[src/rtl/lsu_cfg.svh]
// bus and datapath widths for the load/store unit
// the realignment logic assumes a 32-bit word with four byte lanes,
// so these values are not free to change
`ifndef LSU_CFG_SVH
`define LSU_CFG_SVH

// byte address width
`define LSU_AW 32

// data bus width
`define LSU_DW 32

// byte lanes on the data bus
`define LSU_NBYTES 4

`endif

[src/rtl/lsu_pkg.sv]
// shared types of the load/store unit
// size code 2'b11 has no name and is handled as a byte access everywhere
`default_nettype none

package lsu_pkg;

  //////////////////////////////
  // access size
  //////////////////////////////

  // encoding follows the execute stage type field
  typedef enum logic [1:0] {
    lsu_word = 2'b00,
    lsu_half = 2'b01,
    lsu_byte = 2'b10
  } lsu_size_e;

  //////////////////////////////
  // control FSM states
  //////////////////////////////

  // mis states belong to split accesses
  typedef enum logic [2:0] {
    idle,
    wait_gnt_mis,
    wait_rvalid_mis,
    wait_gnt,
    wait_rvalid_mis_gnts_done
  } ls_fsm_e;

endpackage

`default_nettype wire

[src/rtl/lsu_ctrl_if.sv]
// strobes between the control FSM and the two datapath blocks
// all signals are single bit, the two update strobes are combinational
// and the other two signals are registered in the owning block
`default_nettype none

interface lsu_ctrl_if;

  // capture the transaction attributes
  logic ctrl_update;
  // capture the first-half read word
  logic rdata_update;
  // second half of a split access is on the bus
  logic handle_misaligned;
  // captured write flag of the outstanding access
  logic data_we_q;

  // control FSM side
  modport fsm (
    output ctrl_update,
    output rdata_update,
    output handle_misaligned,
    input  data_we_q
  );

  // store path only needs to know which half is issued
  modport wdata (
    input  handle_misaligned
  );

  // load path
  modport rdata (
    input  ctrl_update,
    input  rdata_update,
    output data_we_q
  );

endinterface

`default_nettype wire

[src/rtl/lsu_ctrl_fsm.sv]
// bus sequencing for one load or store at a time
// split accesses rely on in-order responses and at most two outstanding
// requests; the core must follow addr_incr_req_o in the same cycle
`default_nettype none

`include "lsu_cfg.svh"

module lsu_ctrl_fsm (
  input  logic                  clk_i,
  input  logic                  rst_ni,

  // execute stage
  input  logic                  lsu_req_i,
  input  lsu_pkg::lsu_size_e    lsu_type_i,
  input  logic [`LSU_AW-1:0]    adder_result_ex_i,

  // bus responses
  input  logic                  data_gnt_i,
  input  logic                  data_rvalid_i,
  input  logic                  data_bus_err_i,

  lsu_ctrl_if.fsm               ctrl,

  output logic                  data_req_o,
  output logic                  addr_incr_req_o,
  output logic                  lsu_req_done_o,
  output logic                  lsu_resp_valid_o,
  output logic                  lsu_rdata_valid_o,
  output logic                  load_err_o,
  output logic                  store_err_o,
  output logic                  busy_o,
  output logic [`LSU_AW-1:0]    addr_last_o
);

  import lsu_pkg::*;

  ls_fsm_e              ls_fsm_cs, ls_fsm_ns;
  logic                 handle_misaligned_q, handle_misaligned_d;
  // bus error seen on the first half
  logic                 lsu_err_q, lsu_err_d;
  logic                 split_access;
  logic                 addr_update;
  logic                 resp_err;
  logic [`LSU_AW-1:0]   addr_w_aligned;
  logic [`LSU_AW-1:0]   addr_last_q, addr_last_d;

  // word access off a word boundary, or half word crossing into the next word
  assign split_access =
      ((lsu_type_i == lsu_word) && (adder_result_ex_i[1:0] != 2'b00)) ||
      ((lsu_type_i == lsu_half) && (adder_result_ex_i[1:0] == 2'b11));

  assign addr_w_aligned = {adder_result_ex_i[`LSU_AW-1:2], 2'b00};

  //////////////////////////////
  // next state
  //////////////////////////////

  always_comb begin
    ls_fsm_ns             = ls_fsm_cs;
    data_req_o            = 1'b0;
    addr_incr_req_o       = 1'b0;
    handle_misaligned_d   = handle_misaligned_q;
    lsu_err_d             = lsu_err_q;
    addr_update           = 1'b0;
    ctrl.ctrl_update      = 1'b0;
    ctrl.rdata_update     = 1'b0;

    unique case (ls_fsm_cs)
      idle: begin
        if (lsu_req_i) begin
          data_req_o = 1'b1;
          lsu_err_d  = 1'b0;
          if (data_gnt_i) begin
            ctrl.ctrl_update    = 1'b1;
            addr_update         = 1'b1;
            handle_misaligned_d = split_access;
            ls_fsm_ns           = split_access ? wait_rvalid_mis : idle;
          end else begin
            ls_fsm_ns           = split_access ? wait_gnt_mis : wait_gnt;
          end
        end
      end

      // first half of a split access still waits for its grant
      wait_gnt_mis: begin
        data_req_o = 1'b1;
        if (data_gnt_i) begin
          ctrl.ctrl_update    = 1'b1;
          addr_update         = 1'b1;
          handle_misaligned_d = 1'b1;
          ls_fsm_ns           = wait_rvalid_mis;
        end
      end

      // second half goes out while the first response is pending
      wait_rvalid_mis: begin
        data_req_o      = 1'b1;
        addr_incr_req_o = 1'b1;
        if (data_rvalid_i) begin
          lsu_err_d         = data_bus_err_i;
          // stores have nothing to keep
          ctrl.rdata_update = ~ctrl.data_we_q;
          // a failing first half keeps its own address for the trap
          addr_update         = data_gnt_i & ~data_bus_err_i;
          handle_misaligned_d = ~data_gnt_i;
          ls_fsm_ns           = data_gnt_i ? idle : wait_gnt;
        end else if (data_gnt_i) begin
          handle_misaligned_d = 1'b0;
          ls_fsm_ns           = wait_rvalid_mis_gnts_done;
        end
      end

      // aligned access, or second half once the first response is in
      wait_gnt: begin
        data_req_o      = 1'b1;
        addr_incr_req_o = handle_misaligned_q;
        if (data_gnt_i) begin
          ctrl.ctrl_update    = 1'b1;
          addr_update         = ~lsu_err_q;
          handle_misaligned_d = 1'b0;
          ls_fsm_ns           = idle;
        end
      end

      // both halves granted, first response still missing
      wait_rvalid_mis_gnts_done: begin
        addr_incr_req_o = 1'b1;
        if (data_rvalid_i) begin
          lsu_err_d         = data_bus_err_i;
          addr_update       = ~data_bus_err_i;
          ctrl.rdata_update = ~ctrl.data_we_q;
          ls_fsm_ns         = idle;
        end
      end

      default: begin
        ls_fsm_ns = idle;
      end
    endcase
  end

  // full byte address except while the second half is addressed
  assign addr_last_d = addr_incr_req_o ? addr_w_aligned : adder_result_ex_i;

  //////////////////////////////
  // state registers
  //////////////////////////////

  always_ff @(posedge clk_i or negedge rst_ni) begin
    if (!rst_ni) begin
      ls_fsm_cs           <= idle;
      handle_misaligned_q <= 1'b0;
      lsu_err_q           <= 1'b0;
      addr_last_q         <= '0;
    end else begin
      ls_fsm_cs           <= ls_fsm_ns;
      handle_misaligned_q <= handle_misaligned_d;
      lsu_err_q           <= lsu_err_d;
      if (addr_update) begin
        addr_last_q <= addr_last_d;
      end
    end
  end

  //////////////////////////////
  // outputs
  //////////////////////////////

  assign ctrl.handle_misaligned = handle_misaligned_q;
  assign addr_last_o            = addr_last_q;

  // address phase complete when the FSM heads back to idle
  assign lsu_req_done_o = (lsu_req_i | (ls_fsm_cs != idle)) & (ls_fsm_ns == idle);

  // last response of any access lands in idle
  assign lsu_resp_valid_o  = data_rvalid_i & (ls_fsm_cs == idle);
  assign resp_err          = lsu_err_q | data_bus_err_i;
  assign lsu_rdata_valid_o = lsu_resp_valid_o & ~resp_err & ~ctrl.data_we_q;

  // error type follows the captured write flag
  assign load_err_o  = lsu_resp_valid_o & resp_err & ~ctrl.data_we_q;
  assign store_err_o = lsu_resp_valid_o & resp_err &  ctrl.data_we_q;

  assign busy_o = (ls_fsm_cs != idle);

endmodule

`default_nettype wire

[src/rtl/lsu_rdata_align.sv]
// load realignment and extension
// lsu_rdata_o is combinational from data_rdata_i and only meaningful
// in the response cycle of a load
`default_nettype none

`include "lsu_cfg.svh"

module lsu_rdata_align (
  input  logic                 clk_i,
  input  logic                 rst_ni,
  input  logic [1:0]           offset_i,
  input  lsu_pkg::lsu_size_e   lsu_type_i,
  input  logic                 lsu_sign_ext_i,
  input  logic                 lsu_we_i,
  input  logic [`LSU_DW-1:0]   data_rdata_i,
  lsu_ctrl_if.rdata            ctrl,
  output logic [`LSU_DW-1:0]   lsu_rdata_o
);

  import lsu_pkg::*;

  // captured transaction attributes
  logic [1:0]           offset_q;
  lsu_size_e            type_q;
  logic                 sign_ext_q;
  logic                 we_q;
  // upper three bytes of the first-half word
  logic [`LSU_DW-1:8]   rdata_q;

  // realigned candidates per size
  logic [`LSU_DW-1:0]   rdata_w;
  logic [15:0]          rdata_h;
  logic [7:0]           rdata_b;

  //////////////////////////////
  // capture registers
  //////////////////////////////

  always_ff @(posedge clk_i or negedge rst_ni) begin
    if (!rst_ni) begin
      offset_q   <= 2'b00;
      type_q     <= lsu_word;
      sign_ext_q <= 1'b0;
      we_q       <= 1'b0;
    end else if (ctrl.ctrl_update) begin
      offset_q   <= offset_i;
      type_q     <= lsu_type_i;
      sign_ext_q <= lsu_sign_ext_i;
      we_q       <= lsu_we_i;
    end
  end

  // byte 0 of the first word is never part of a split result
  always_ff @(posedge clk_i) begin
    if (ctrl.rdata_update) begin
      rdata_q <= data_rdata_i[`LSU_DW-1:8];
    end
  end

  assign ctrl.data_we_q = we_q;

  //////////////////////////////
  // realignment
  //////////////////////////////

  // word, nonzero offsets are always split
  always_comb begin
    case (offset_q)
      2'b00:   rdata_w = data_rdata_i;
      2'b01:   rdata_w = {data_rdata_i[7:0],  rdata_q[31:8]};
      2'b10:   rdata_w = {data_rdata_i[15:0], rdata_q[31:16]};
      default: rdata_w = {data_rdata_i[23:0], rdata_q[31:24]};
    endcase
  end

  // half word, only offset 3 takes the held byte
  always_comb begin
    case (offset_q)
      2'b00:   rdata_h = data_rdata_i[15:0];
      2'b01:   rdata_h = data_rdata_i[23:8];
      2'b10:   rdata_h = data_rdata_i[31:16];
      default: rdata_h = {data_rdata_i[7:0], rdata_q[31:24]};
    endcase
  end

  // byte lane picked straight from the offset
  assign rdata_b = data_rdata_i[{offset_q, 3'b000} +: 8];

  //////////////////////////////
  // extension
  //////////////////////////////

  always_comb begin
    case (type_q)
      lsu_word: lsu_rdata_o = rdata_w;
      lsu_half: lsu_rdata_o = {{16{sign_ext_q & rdata_h[15]}}, rdata_h};
      // byte and the unused code
      default:  lsu_rdata_o = {{24{sign_ext_q & rdata_b[7]}}, rdata_b};
    endcase
  end

endmodule

`default_nettype wire

[src/rtl/lsu_top.sv]
// load/store unit for a 32-bit core, one access at a time
// during addr_incr_req_o the core presents the first byte address plus 4,
// keeping the byte offset; inputs stay held until lsu_req_done_o
`default_nettype none

`include "lsu_cfg.svh"

module lsu_top (
  input  logic                     clk_i,
  input  logic                     rst_ni,

  // execute stage
  input  logic                     lsu_req_i,
  input  logic                     lsu_we_i,
  input  lsu_pkg::lsu_size_e       lsu_type_i,
  input  logic                     lsu_sign_ext_i,
  input  logic [`LSU_DW-1:0]       lsu_wdata_i,
  input  logic [`LSU_AW-1:0]       adder_result_ex_i,

  // data bus
  input  logic                     data_gnt_i,
  input  logic                     data_rvalid_i,
  input  logic                     data_bus_err_i,
  input  logic [`LSU_DW-1:0]       data_rdata_i,
  output logic                     data_req_o,
  output logic [`LSU_AW-1:0]       data_addr_o,
  output logic                     data_we_o,
  output logic [`LSU_NBYTES-1:0]   data_be_o,
  output logic [`LSU_DW-1:0]       data_wdata_o,

  // results to the core
  output logic [`LSU_DW-1:0]       lsu_rdata_o,
  output logic                     lsu_rdata_valid_o,
  output logic                     lsu_resp_valid_o,
  output logic                     lsu_req_done_o,
  output logic                     addr_incr_req_o,
  output logic [`LSU_AW-1:0]       addr_last_o,
  output logic                     load_err_o,
  output logic                     store_err_o,
  output logic                     busy_o
);

  logic [1:0] data_offset;

  lsu_ctrl_if ctrl_if ();

  // byte offset inside the word
  assign data_offset = adder_result_ex_i[1:0];

  // bus address is always word aligned
  assign data_addr_o = {adder_result_ex_i[`LSU_AW-1:2], 2'b00};
  assign data_we_o   = lsu_we_i;

  //////////////////////////////
  // control
  //////////////////////////////

  lsu_ctrl_fsm u_ctrl_fsm (
    .clk_i             (clk_i),
    .rst_ni            (rst_ni),
    .lsu_req_i         (lsu_req_i),
    .lsu_type_i        (lsu_type_i),
    .adder_result_ex_i (adder_result_ex_i),
    .data_gnt_i        (data_gnt_i),
    .data_rvalid_i     (data_rvalid_i),
    .data_bus_err_i    (data_bus_err_i),
    .ctrl              (ctrl_if),
    .data_req_o        (data_req_o),
    .addr_incr_req_o   (addr_incr_req_o),
    .lsu_req_done_o    (lsu_req_done_o),
    .lsu_resp_valid_o  (lsu_resp_valid_o),
    .lsu_rdata_valid_o (lsu_rdata_valid_o),
    .load_err_o        (load_err_o),
    .store_err_o       (store_err_o),
    .busy_o            (busy_o),
    .addr_last_o       (addr_last_o)
  );

  //////////////////////////////
  // datapath
  //////////////////////////////

  lsu_wdata_align u_wdata_align (
    .lsu_type_i   (lsu_type_i),
    .offset_i     (data_offset),
    .lsu_wdata_i  (lsu_wdata_i),
    .ctrl         (ctrl_if),
    .data_be_o    (data_be_o),
    .data_wdata_o (data_wdata_o)
  );

  lsu_rdata_align u_rdata_align (
    .clk_i          (clk_i),
    .rst_ni         (rst_ni),
    .offset_i       (data_offset),
    .lsu_type_i     (lsu_type_i),
    .lsu_sign_ext_i (lsu_sign_ext_i),
    .lsu_we_i       (lsu_we_i),
    .data_rdata_i   (data_rdata_i),
    .ctrl           (ctrl_if),
    .lsu_rdata_o    (lsu_rdata_o)
  );

endmodule

`default_nettype wire

[src/rtl/lsu_wdata_align.sv]
// store data rotation and byte enables, purely combinational
// offset_i must keep the byte offset of the first address in both halves
`default_nettype none

`include "lsu_cfg.svh"

module lsu_wdata_align (
  input  lsu_pkg::lsu_size_e       lsu_type_i,
  input  logic [1:0]               offset_i,
  input  logic [`LSU_DW-1:0]       lsu_wdata_i,
  lsu_ctrl_if.wdata                ctrl,
  output logic [`LSU_NBYTES-1:0]   data_be_o,
  output logic [`LSU_DW-1:0]       data_wdata_o
);

  import lsu_pkg::*;

  //////////////////////////////
  // byte enables
  //////////////////////////////

  always_comb begin
    case (lsu_type_i)
      lsu_word: begin
        if (!ctrl.handle_misaligned) begin
          // upper lanes from the offset up
          case (offset_i)
            2'b00:   data_be_o = 4'b1111;
            2'b01:   data_be_o = 4'b1110;
            2'b10:   data_be_o = 4'b1100;
            default: data_be_o = 4'b1000;
          endcase
        end else begin
          // low lanes that spill into the next word
          case (offset_i)
            2'b00:   data_be_o = 4'b0000;
            2'b01:   data_be_o = 4'b0001;
            2'b10:   data_be_o = 4'b0011;
            default: data_be_o = 4'b0111;
          endcase
        end
      end
      lsu_half: begin
        if (!ctrl.handle_misaligned) begin
          case (offset_i)
            2'b00:   data_be_o = 4'b0011;
            2'b01:   data_be_o = 4'b0110;
            2'b10:   data_be_o = 4'b1100;
            default: data_be_o = 4'b1000;
          endcase
        end else begin
          // only offset 3 splits, one byte left over
          data_be_o = 4'b0001;
        end
      end
      // byte, and the unused size code
      default: data_be_o = 4'b0001 << offset_i;
    endcase
  end

  //////////////////////////////
  // store data rotation
  //////////////////////////////

  // rotate left by the offset so byte 0 lands in its lane
  always_comb begin
    case (offset_i)
      2'b00:   data_wdata_o = lsu_wdata_i;
      2'b01:   data_wdata_o = {lsu_wdata_i[23:0], lsu_wdata_i[31:24]};
      2'b10:   data_wdata_o = {lsu_wdata_i[15:0], lsu_wdata_i[31:16]};
      default: data_wdata_o = {lsu_wdata_i[7:0],  lsu_wdata_i[31:8]};
    endcase
  end

endmodule

`default_nettype wire

[config.mk]
export PLATFORM = sky130hd
export DESIGN_NAME = lsu_top
export DESIGN_NICKNAME = d
export VERILOG_FILES = /design/src/rtl/lsu_pkg.sv /design/src/rtl/lsu_ctrl_if.sv /design/src/rtl/lsu_ctrl_fsm.sv /design/src/rtl/lsu_rdata_align.sv /design/src/rtl/lsu_top.sv /design/src/rtl/lsu_wdata_align.sv
export VERILOG_INCLUDE_DIRS = /design/src /design/src/rtl
export SDC_FILE = /design/constraint.sdc
export NUM_CORES = 1
export LEC_CHECK = 0
export BUFFER_PORTS_ARGS = -buffer_cell sky130_fd_sc_hd__buf_2
export CAP_MARGIN = 15
export CORE_MARGIN = 1
export CORE_UTILIZATION = 49
export DETAILED_ROUTE_END_ITERATION = 8
export PLACE_DENSITY_LB_ADDON = 0.15
export SLEW_MARGIN = 30
export SYNTH_ARGS = -nofsm -noshare
export SYNTH_HDL_FRONTEND = slang
export SYNTH_SLANG_ARGS = --single-unit
[constraint.sdc]
create_clock -name clk_i -period 6.55 [get_ports clk_i]
set_clock_uncertainty 0.05 [all_clocks]
set_input_delay 0.655 -clock clk_i [delete_from_list [all_inputs] [get_ports clk_i]]
set_output_delay 0.655 -clock clk_i [all_outputs]
set_load 0.05 [all_outputs]
==> results of run 1 <==
[logic make-up (layout without fill, tap and decap cells)]
group / Yosys count / after routing / share of synthesized area
AOI/OAI and AO/OA: 147 / 147 / 0.1917
and+or+nand+nor: 140 / 140 / 0.1141
buffers and inverters: 127 / 307 / 0.1225
muxes: 108 / 108 / 0.2434
DFF: 67 / 67 / 0.3146
adders and majority gates: 6 / 6 / 0.01314
other: 1 / 2 / 0.0006565
[power by group through the flow]
stage          combinational, µW  clock [µW]  sequential [µW]
6_report                    2400         491              781
5_1_grt                     2540         517              811
4_1_cts                     2400         500              779
3_5_place_dp                2400           0              784
3_3_place_gp                2370           0              772
2_1_floorplan               1690           0             1020
[metal layers]
layer,vias to the layer above,wire length (µm),global-route usage,part of all wire
met4,0,238,0.08857,0.015
met2,256,7496,0.4013,0.48
met5,-,0,0,0
li1,2537,-,-,-
met3,17,1300,0.05098,0.084
met1,2583,6448,0.3317,0.42
[area by class of cell]
type | instances | area (µm²)
clock buffer | 12 | 279.0
clock inverter | 4 | 28.78
fill | 998 | 4424
inverter | 44 | 165.2
multi-input combinational | 403 | 3246
sequential | 67 | 1802
tap | 143 | 178.9
timing repair buffer | 247 | 1246
[critical path: stages (launching register included)]
cell     delay, ns
dfrtp_2       0.96
mux2i_1       0.39
o22ai_1       0.20
o31ai_4       0.70
o21ai_0       0.20
buf_2         0.26
[placed cells by master (no fill, tap or decap), types with 3 or more instances in the layout]
| cell | synthesis | final |
|---|---|---|
| a31o_2 | 3 | 3 |
| o22ai_1 | 6 | 6 |
| mux4_2 | 12 | 12 |
| nor2b_1 | 16 | 16 |
| nor3b_1 | 4 | 4 |
| and2_1 | 3 | 3 |
| nand2_1 | 45 | 45 |
| nor3_1 | 5 | 5 |
| nor2_1 | 47 | 47 |
| a222oi_1 | 32 | 32 |
| mux2_2 | 12 | 12 |
| mux2i_1 | 55 | 55 |
| dfrtp_1 | 43 | 41 |
| o31ai_1 | 3 | 3 |
| inv_1 | 43 | 43 |
| o21ai_1 | 3 | 3 |
| edfxtp_1 | 24 | 24 |
| buf_2 | 10 | 243 |
| a21oi_1 | 10 | 10 |
| ha_2 | 0 | 3 |
| a32oi_1 | 3 | 3 |
| a2bb2oi_1 | 3 | 3 |
| mux2_4 | 28 | 28 |
| or3_1 | 5 | 5 |
| nand3_1 | 3 | 3 |
| clkbuf_16 | 0 | 11 |
| o22a_1 | 8 | 8 |
| a211oi_1 | 15 | 15 |
| o21ai_0 | 42 | 42 |
| o311ai_0 | 3 | 3 |
| buf_4 | 37 | 4 |
| nand2b_1 | 5 | 5 |
[state kept, by name, summed over array words and instances (netlist names)]
name                               count
u_ctrl_fsm.ctrl.handle_misaligned      1
u_ctrl_fsm.lsu_err_q                   1
u_rdata_align.ctrl.data_we_q           1
u_ctrl_fsm.ls_fsm_cs                   3
u_rdata_align.offset_q                 2
u_rdata_align.sign_ext_q               1
u_ctrl_fsm.addr_last_o                32
u_rdata_align.type_q                   2
u_rdata_align.rdata_q                 24
[worst max path at each step]
stage	startpoint	endpoint	slack, ns
final	u_rdata_align.offset_q[1]	lsu_rdata_o[23]	2.80
after CTS	u_rdata_align.offset_q[1]	lsu_rdata_o[23]	2.80
after global placement	adder_result_ex_i[0]	lsu_req_done_o	3.04
after floorplan	u_ctrl_fsm.ls_fsm_cs[2]	u_rdata_align.rdata_q[10]	1.29
after global routing	u_rdata_align.offset_q[1]	lsu_rdata_o[23]	2.63
after detailed placement	u_rdata_align.offset_q[1]	lsu_rdata_o[23]	3.17
[through the flow]
| stage | hold slack, ns | instances | setup WS (ns) | total power [µW] |
|---|---|---|---|---|
| after global placement | 0.4364 | 904 | 3.044 | 3146 |
| final | 0.2489 | 920 | 2.799 | 3673 |
| after CTS | 0.4490 | 920 | 2.800 | 3683 |
| after detailed placement | 0.4371 | 904 | 3.166 | 3182 |
| after floorplan | 0.3094 | 597 | 1.287 | 2714 |
| after global routing | 0.3045 | 920 | 2.630 | 3867 |
==> impl_metrics.toml, run 1 <==
[global_route]
antenna_found_initial = 0
grt_pass1_vias = 4855
gr-total-overflow = 0
grt_pass1_wl_um = 23540
grt_max_degree = 51
track_usage = 0.2496

[power]
ir_drop_mv = 0.4267
p_comb_frac = 0.654
p_switching_uw = 2073
power_frac_clock = 0.134
sw_frac_of_total = 0.5642
internal_power_uw = 1601
power.leakage_uw = 0.003377
power_density_nw_per_um2 = 528.9
seqPwrFrac = 0.213

[layout]
final_nets = 884
diodes = 0
syn_to_final_growth_pct = 21.60
drive_gt1_frac = 0.4247
finalInstanceArea_um2 = 6945
post-route-util = 0.6109

[timing]
grt_setup_unrepaired = "no"
maxSlewViolCount = 0
final-hold-violation-count = 0
max_freq_mhz = 266.6
setup_tns_ns = 0
period_share = 0.5727
setup_viol = 0
tightest_slew_ns = 0.9141
fin_crit_ns = 3.751
relSlewSlack = 0.3894

[setup_path]
r2r_slack_ns = 4.24
required_ns = 5.84
reg2reg_to = "u_ctrl_fsm.addr_last_o[27]"
worstSetupPathType = "register to output pin"
arrival_ns = 3.05
critPathCaptureType = "output pin"
cp-start-kind = "register"
critPathMaxFanout = 42
rr_worst_depth = 4
regToRegStartpoint = "u_ctrl_fsm.ls_fsm_cs[1]"

[placement]
place.gp.congestion = 0.8817
dp_hpwl_um = 10880
port-buffer-count = 244
postPlaceCellArea_um2 = 6618

[synthesis]
postSynthCellCount = 596
yosysSeqAreaShare = 0.3146
synthMostInstantiatedCell = "mux2i_1"
async_flop_share = 0.6418
synth_ff_type = "dfrtp_1"
synthTopCellsByArea = "dfrtp_1 (19%), edfxtp_1 (13%), mux2i_1 (9.6%)"
netlist_top_cells_count = "mux2i_1 (55), nor2_1 (47), nand2_1 (45), dfrtp_1 (43), inv_1 (43)"
synth_top_cell_area_share = 0.1884
yosys.area.top_type = "dfrtp_1"
syn_area_um2 = 5712
ys_seq_elements = 67
synth_cell_types = 59
synth-edff-count = 24
synth_area_per_cell_um2 = 9.583
yosysWarnings = 0

[floorplanning]
dieArea_um2 = 12090
die_width_um = 110.0
io_pins = 247
core_um2 = 11370
start_util = 0.5024
row_count = 39
chipHeight_um = 110.0

[status]
status = "finished with violations"
violations = "design-rule violations"

[detailed_routing]
vias = 5393
viasPerCell = 5.862
drcViolationCount = 24
dr.pass1.iters = 9
antenna_left = 0
drtIter0Drc = 555
totalWireLength_um = 15480
wire_per_inst_um = 16.83

[clocking]
htreeDepth = 3
ctsHoldBuffers = 0
cts.clk_slew.worst_paths_ns = 0.06
cts_tree = "built"
cts-buffers-inserted = 9
clkLatencyLatePin_ns = 0.33
clockRootBuffer = "clkbuf_16"
clkSinkCount = 67
clock_path_buffers = 2
postCtsSetupBuffers = 0
cts.repair.resized = 0

[worst_hold_path]
hp-class = "input pin to asynchronous set/reset pin"

[job]
cap_viol_max_count = 0
No activity file was read; power rests on OpenSTA's default activity.
==> run 2: changes to the inputs <==
- clock period: 6.55 -> 3.7 ns (I/O delays scaled with it)
==> run 2 against run 1 <==
Against the previous run: highest routed layer unchanged; combinational power up 81%; non-clock buffer count is 8 higher; hold slack got worse by 0.28 ns; final cell count grew 0.76%; the run ends with negative hold slack left; design area rose by 0.77%; flip-flop and latch count stayed put; core utilization grew 0.47 points; total power is 78% higher.
==> impl_metrics.toml, run 2 (synthesis results as in run 1) <==
[status]
status = "finished with violations"
violations = "negative hold slack"

[setup_path]
arrival_ns = 2.53
crit_end = "lsu_rdata_o[6]"
reg2reg_to = "u_ctrl_fsm.addr_last_o[28]"
regToRegStartpoint = "u_ctrl_fsm.ls_fsm_cs[0]"
rr_worst_depth = 4
critPathCaptureType = "output pin"
required_ns = 3.28
worstSetupPathType = "register to output pin"
critPathLaunch = "u_rdata_align.offset_q[0]"
critPathMaxFanout = 32
cp-start-kind = "register"
r2r_slack_ns = 1.41

[layout]
largest_register_ffs = 32
fillers = 990
syn_to_final_growth_pct = 22.54
final_nets = 892
drive_gt1_frac = 0.4273
diodes = 0
final_cell_mix = "buf_2 (243), mux2i_1 (55), nor2_1 (47)"
final_common_cell = "buf_2"

[power]
ir_drop_mv = 0.6677
power.leakage_uw = 0.003422
power_density_nw_per_um2 = 935.6

[detailed_routing]
totalWireLength_um = 15490
dr.pass1.iters = 8
vias = 5466
viasPerCell = 5.896
drcViolationCount = 0
drtIter0Drc = 502
antenna_left = 0
wire_per_inst_um = 16.71

[global_route]
gr-total-overflow = 0
grt_pass1_wl_um = 23320
grt_max_degree = 44
antenna_found_initial = 0
grt_pass1_vias = 4838
use_met3 = 0.05453
grt_util_met1 = 0.3327
grt_use_met2 = 0.3875
top_usage_layer = "met2"
track_usage = 0.2462

[clocking]
ctsHoldBuffers = 0
cts-buffers-inserted = 9
clkSinkCount = 67
clockRootBuffer = "clkbuf_16"
clkLatencyLatePin_ns = 0.34
clock_path_buffers = 2
htreeDepth = 3
cts.clk_slew.worst_paths_ns = 0.06
cts.repair.resized = 0
postCtsSetupBuffers = 0
cts_tree = "built"

[timing]
final-hold-violation-count = 43
max_freq_mhz = 339.0
setup_tns_ns = 0
fin_ws_ns = 0.7506
period_share = 0.7971
fin_crit_ns = 2.949
grt_setup_unrepaired = "no"
hold_slack_ns = -0.03223
setup_viol = 0
maxSlewViolCount = 0
relSlewSlack = 0.5357
tightest_slew_ns = 0.6964

[floorplanning]
row_count = 39
core_um2 = 11370
start_util = 0.5024
die_width_um = 110.0
dieArea_um2 = 12090
io_pins = 247
chipHeight_um = 110.0

[worst_hold_path]
hp-class = "input pin to asynchronous set/reset pin"

[placement]
place.gp.congestion = 0.8805
dpl_worst_slack_ns = 1.120
port-buffer-count = 244
dp_hpwl_um = 10990

[job]
cap_viol_max_count = 0
run 2: cell type report:
class                      instances  area [µm²]  share of cell area
tap                              143       178.9             0.02556
timing repair buffer             255        1306              0.1866
multi-input combinational        403        3241              0.4630
clock inverter                     5       58.81            0.008402
inverter                          44       165.2             0.02360
sequential                        67        1799              0.2571
clock buffer                      10       250.2             0.03575
run 2: worst min path at each step:
stage,start,endpoint,depth (start not counted)
floorplan,rst_ni,u_ctrl_fsm.addr_last_o[0],0
global placement,u_ctrl_fsm.addr_last_o[27],u_ctrl_fsm.addr_last_o[27],1
detailed placement,u_ctrl_fsm.addr_last_o[9],u_ctrl_fsm.addr_last_o[9],1
CTS,rst_ni,u_ctrl_fsm.addr_last_o[14],1
global route,rst_ni,u_ctrl_fsm.addr_last_o[19],1
finish,rst_ni,u_ctrl_fsm.addr_last_o[19],1
run 2: worst max-delay path, cell delays in order (launching register included):
cell and delay [ns]:
dfrtp_2 0.77, buf_4 0.38, mux4_2 0.53, nor2_1 0.12, a31o_2 0.12, buf_2 0.26
run 2: layer usage:
layer  vias to the layer above  wire, µm  share of wire
met3                        18      1241          0.080
met5                         -         0              0
met1                      2641      6621           0.43
met2                       262      7449           0.48
met4                         0       180          0.012
li1                       2545         -              -
run 2: through the flow:
stage / area (µm²) / total power (µW) / hold slack, ns / instances / utilization
after detailed placement: 6688 / 5651 / 0.4378 / 912 / 0.5882
after CTS: 6997 / 6570 / 0.1635 / 927 / 0.6154
after global routing: 6999 / 6888 / 0.01330 / 927 / 0.6156
after global placement: 6688 / 5594 / 0.4348 / 912 / 0.5882
final: 6999 / 6548 / -0.03223 / 927 / 0.6156
after floorplan: 5722 / 4806 / 0.02441 / 597 / -
run 2: power by group:
part	total [µW]	switching [µW]	leakage (µW)	internal, µW
Combinational	4350	3070	0.00254	1290
Sequential	1290	268	0.000726	1030
Clock	899	337	0.000154	561
Total	6550	3670	0.00342	2880
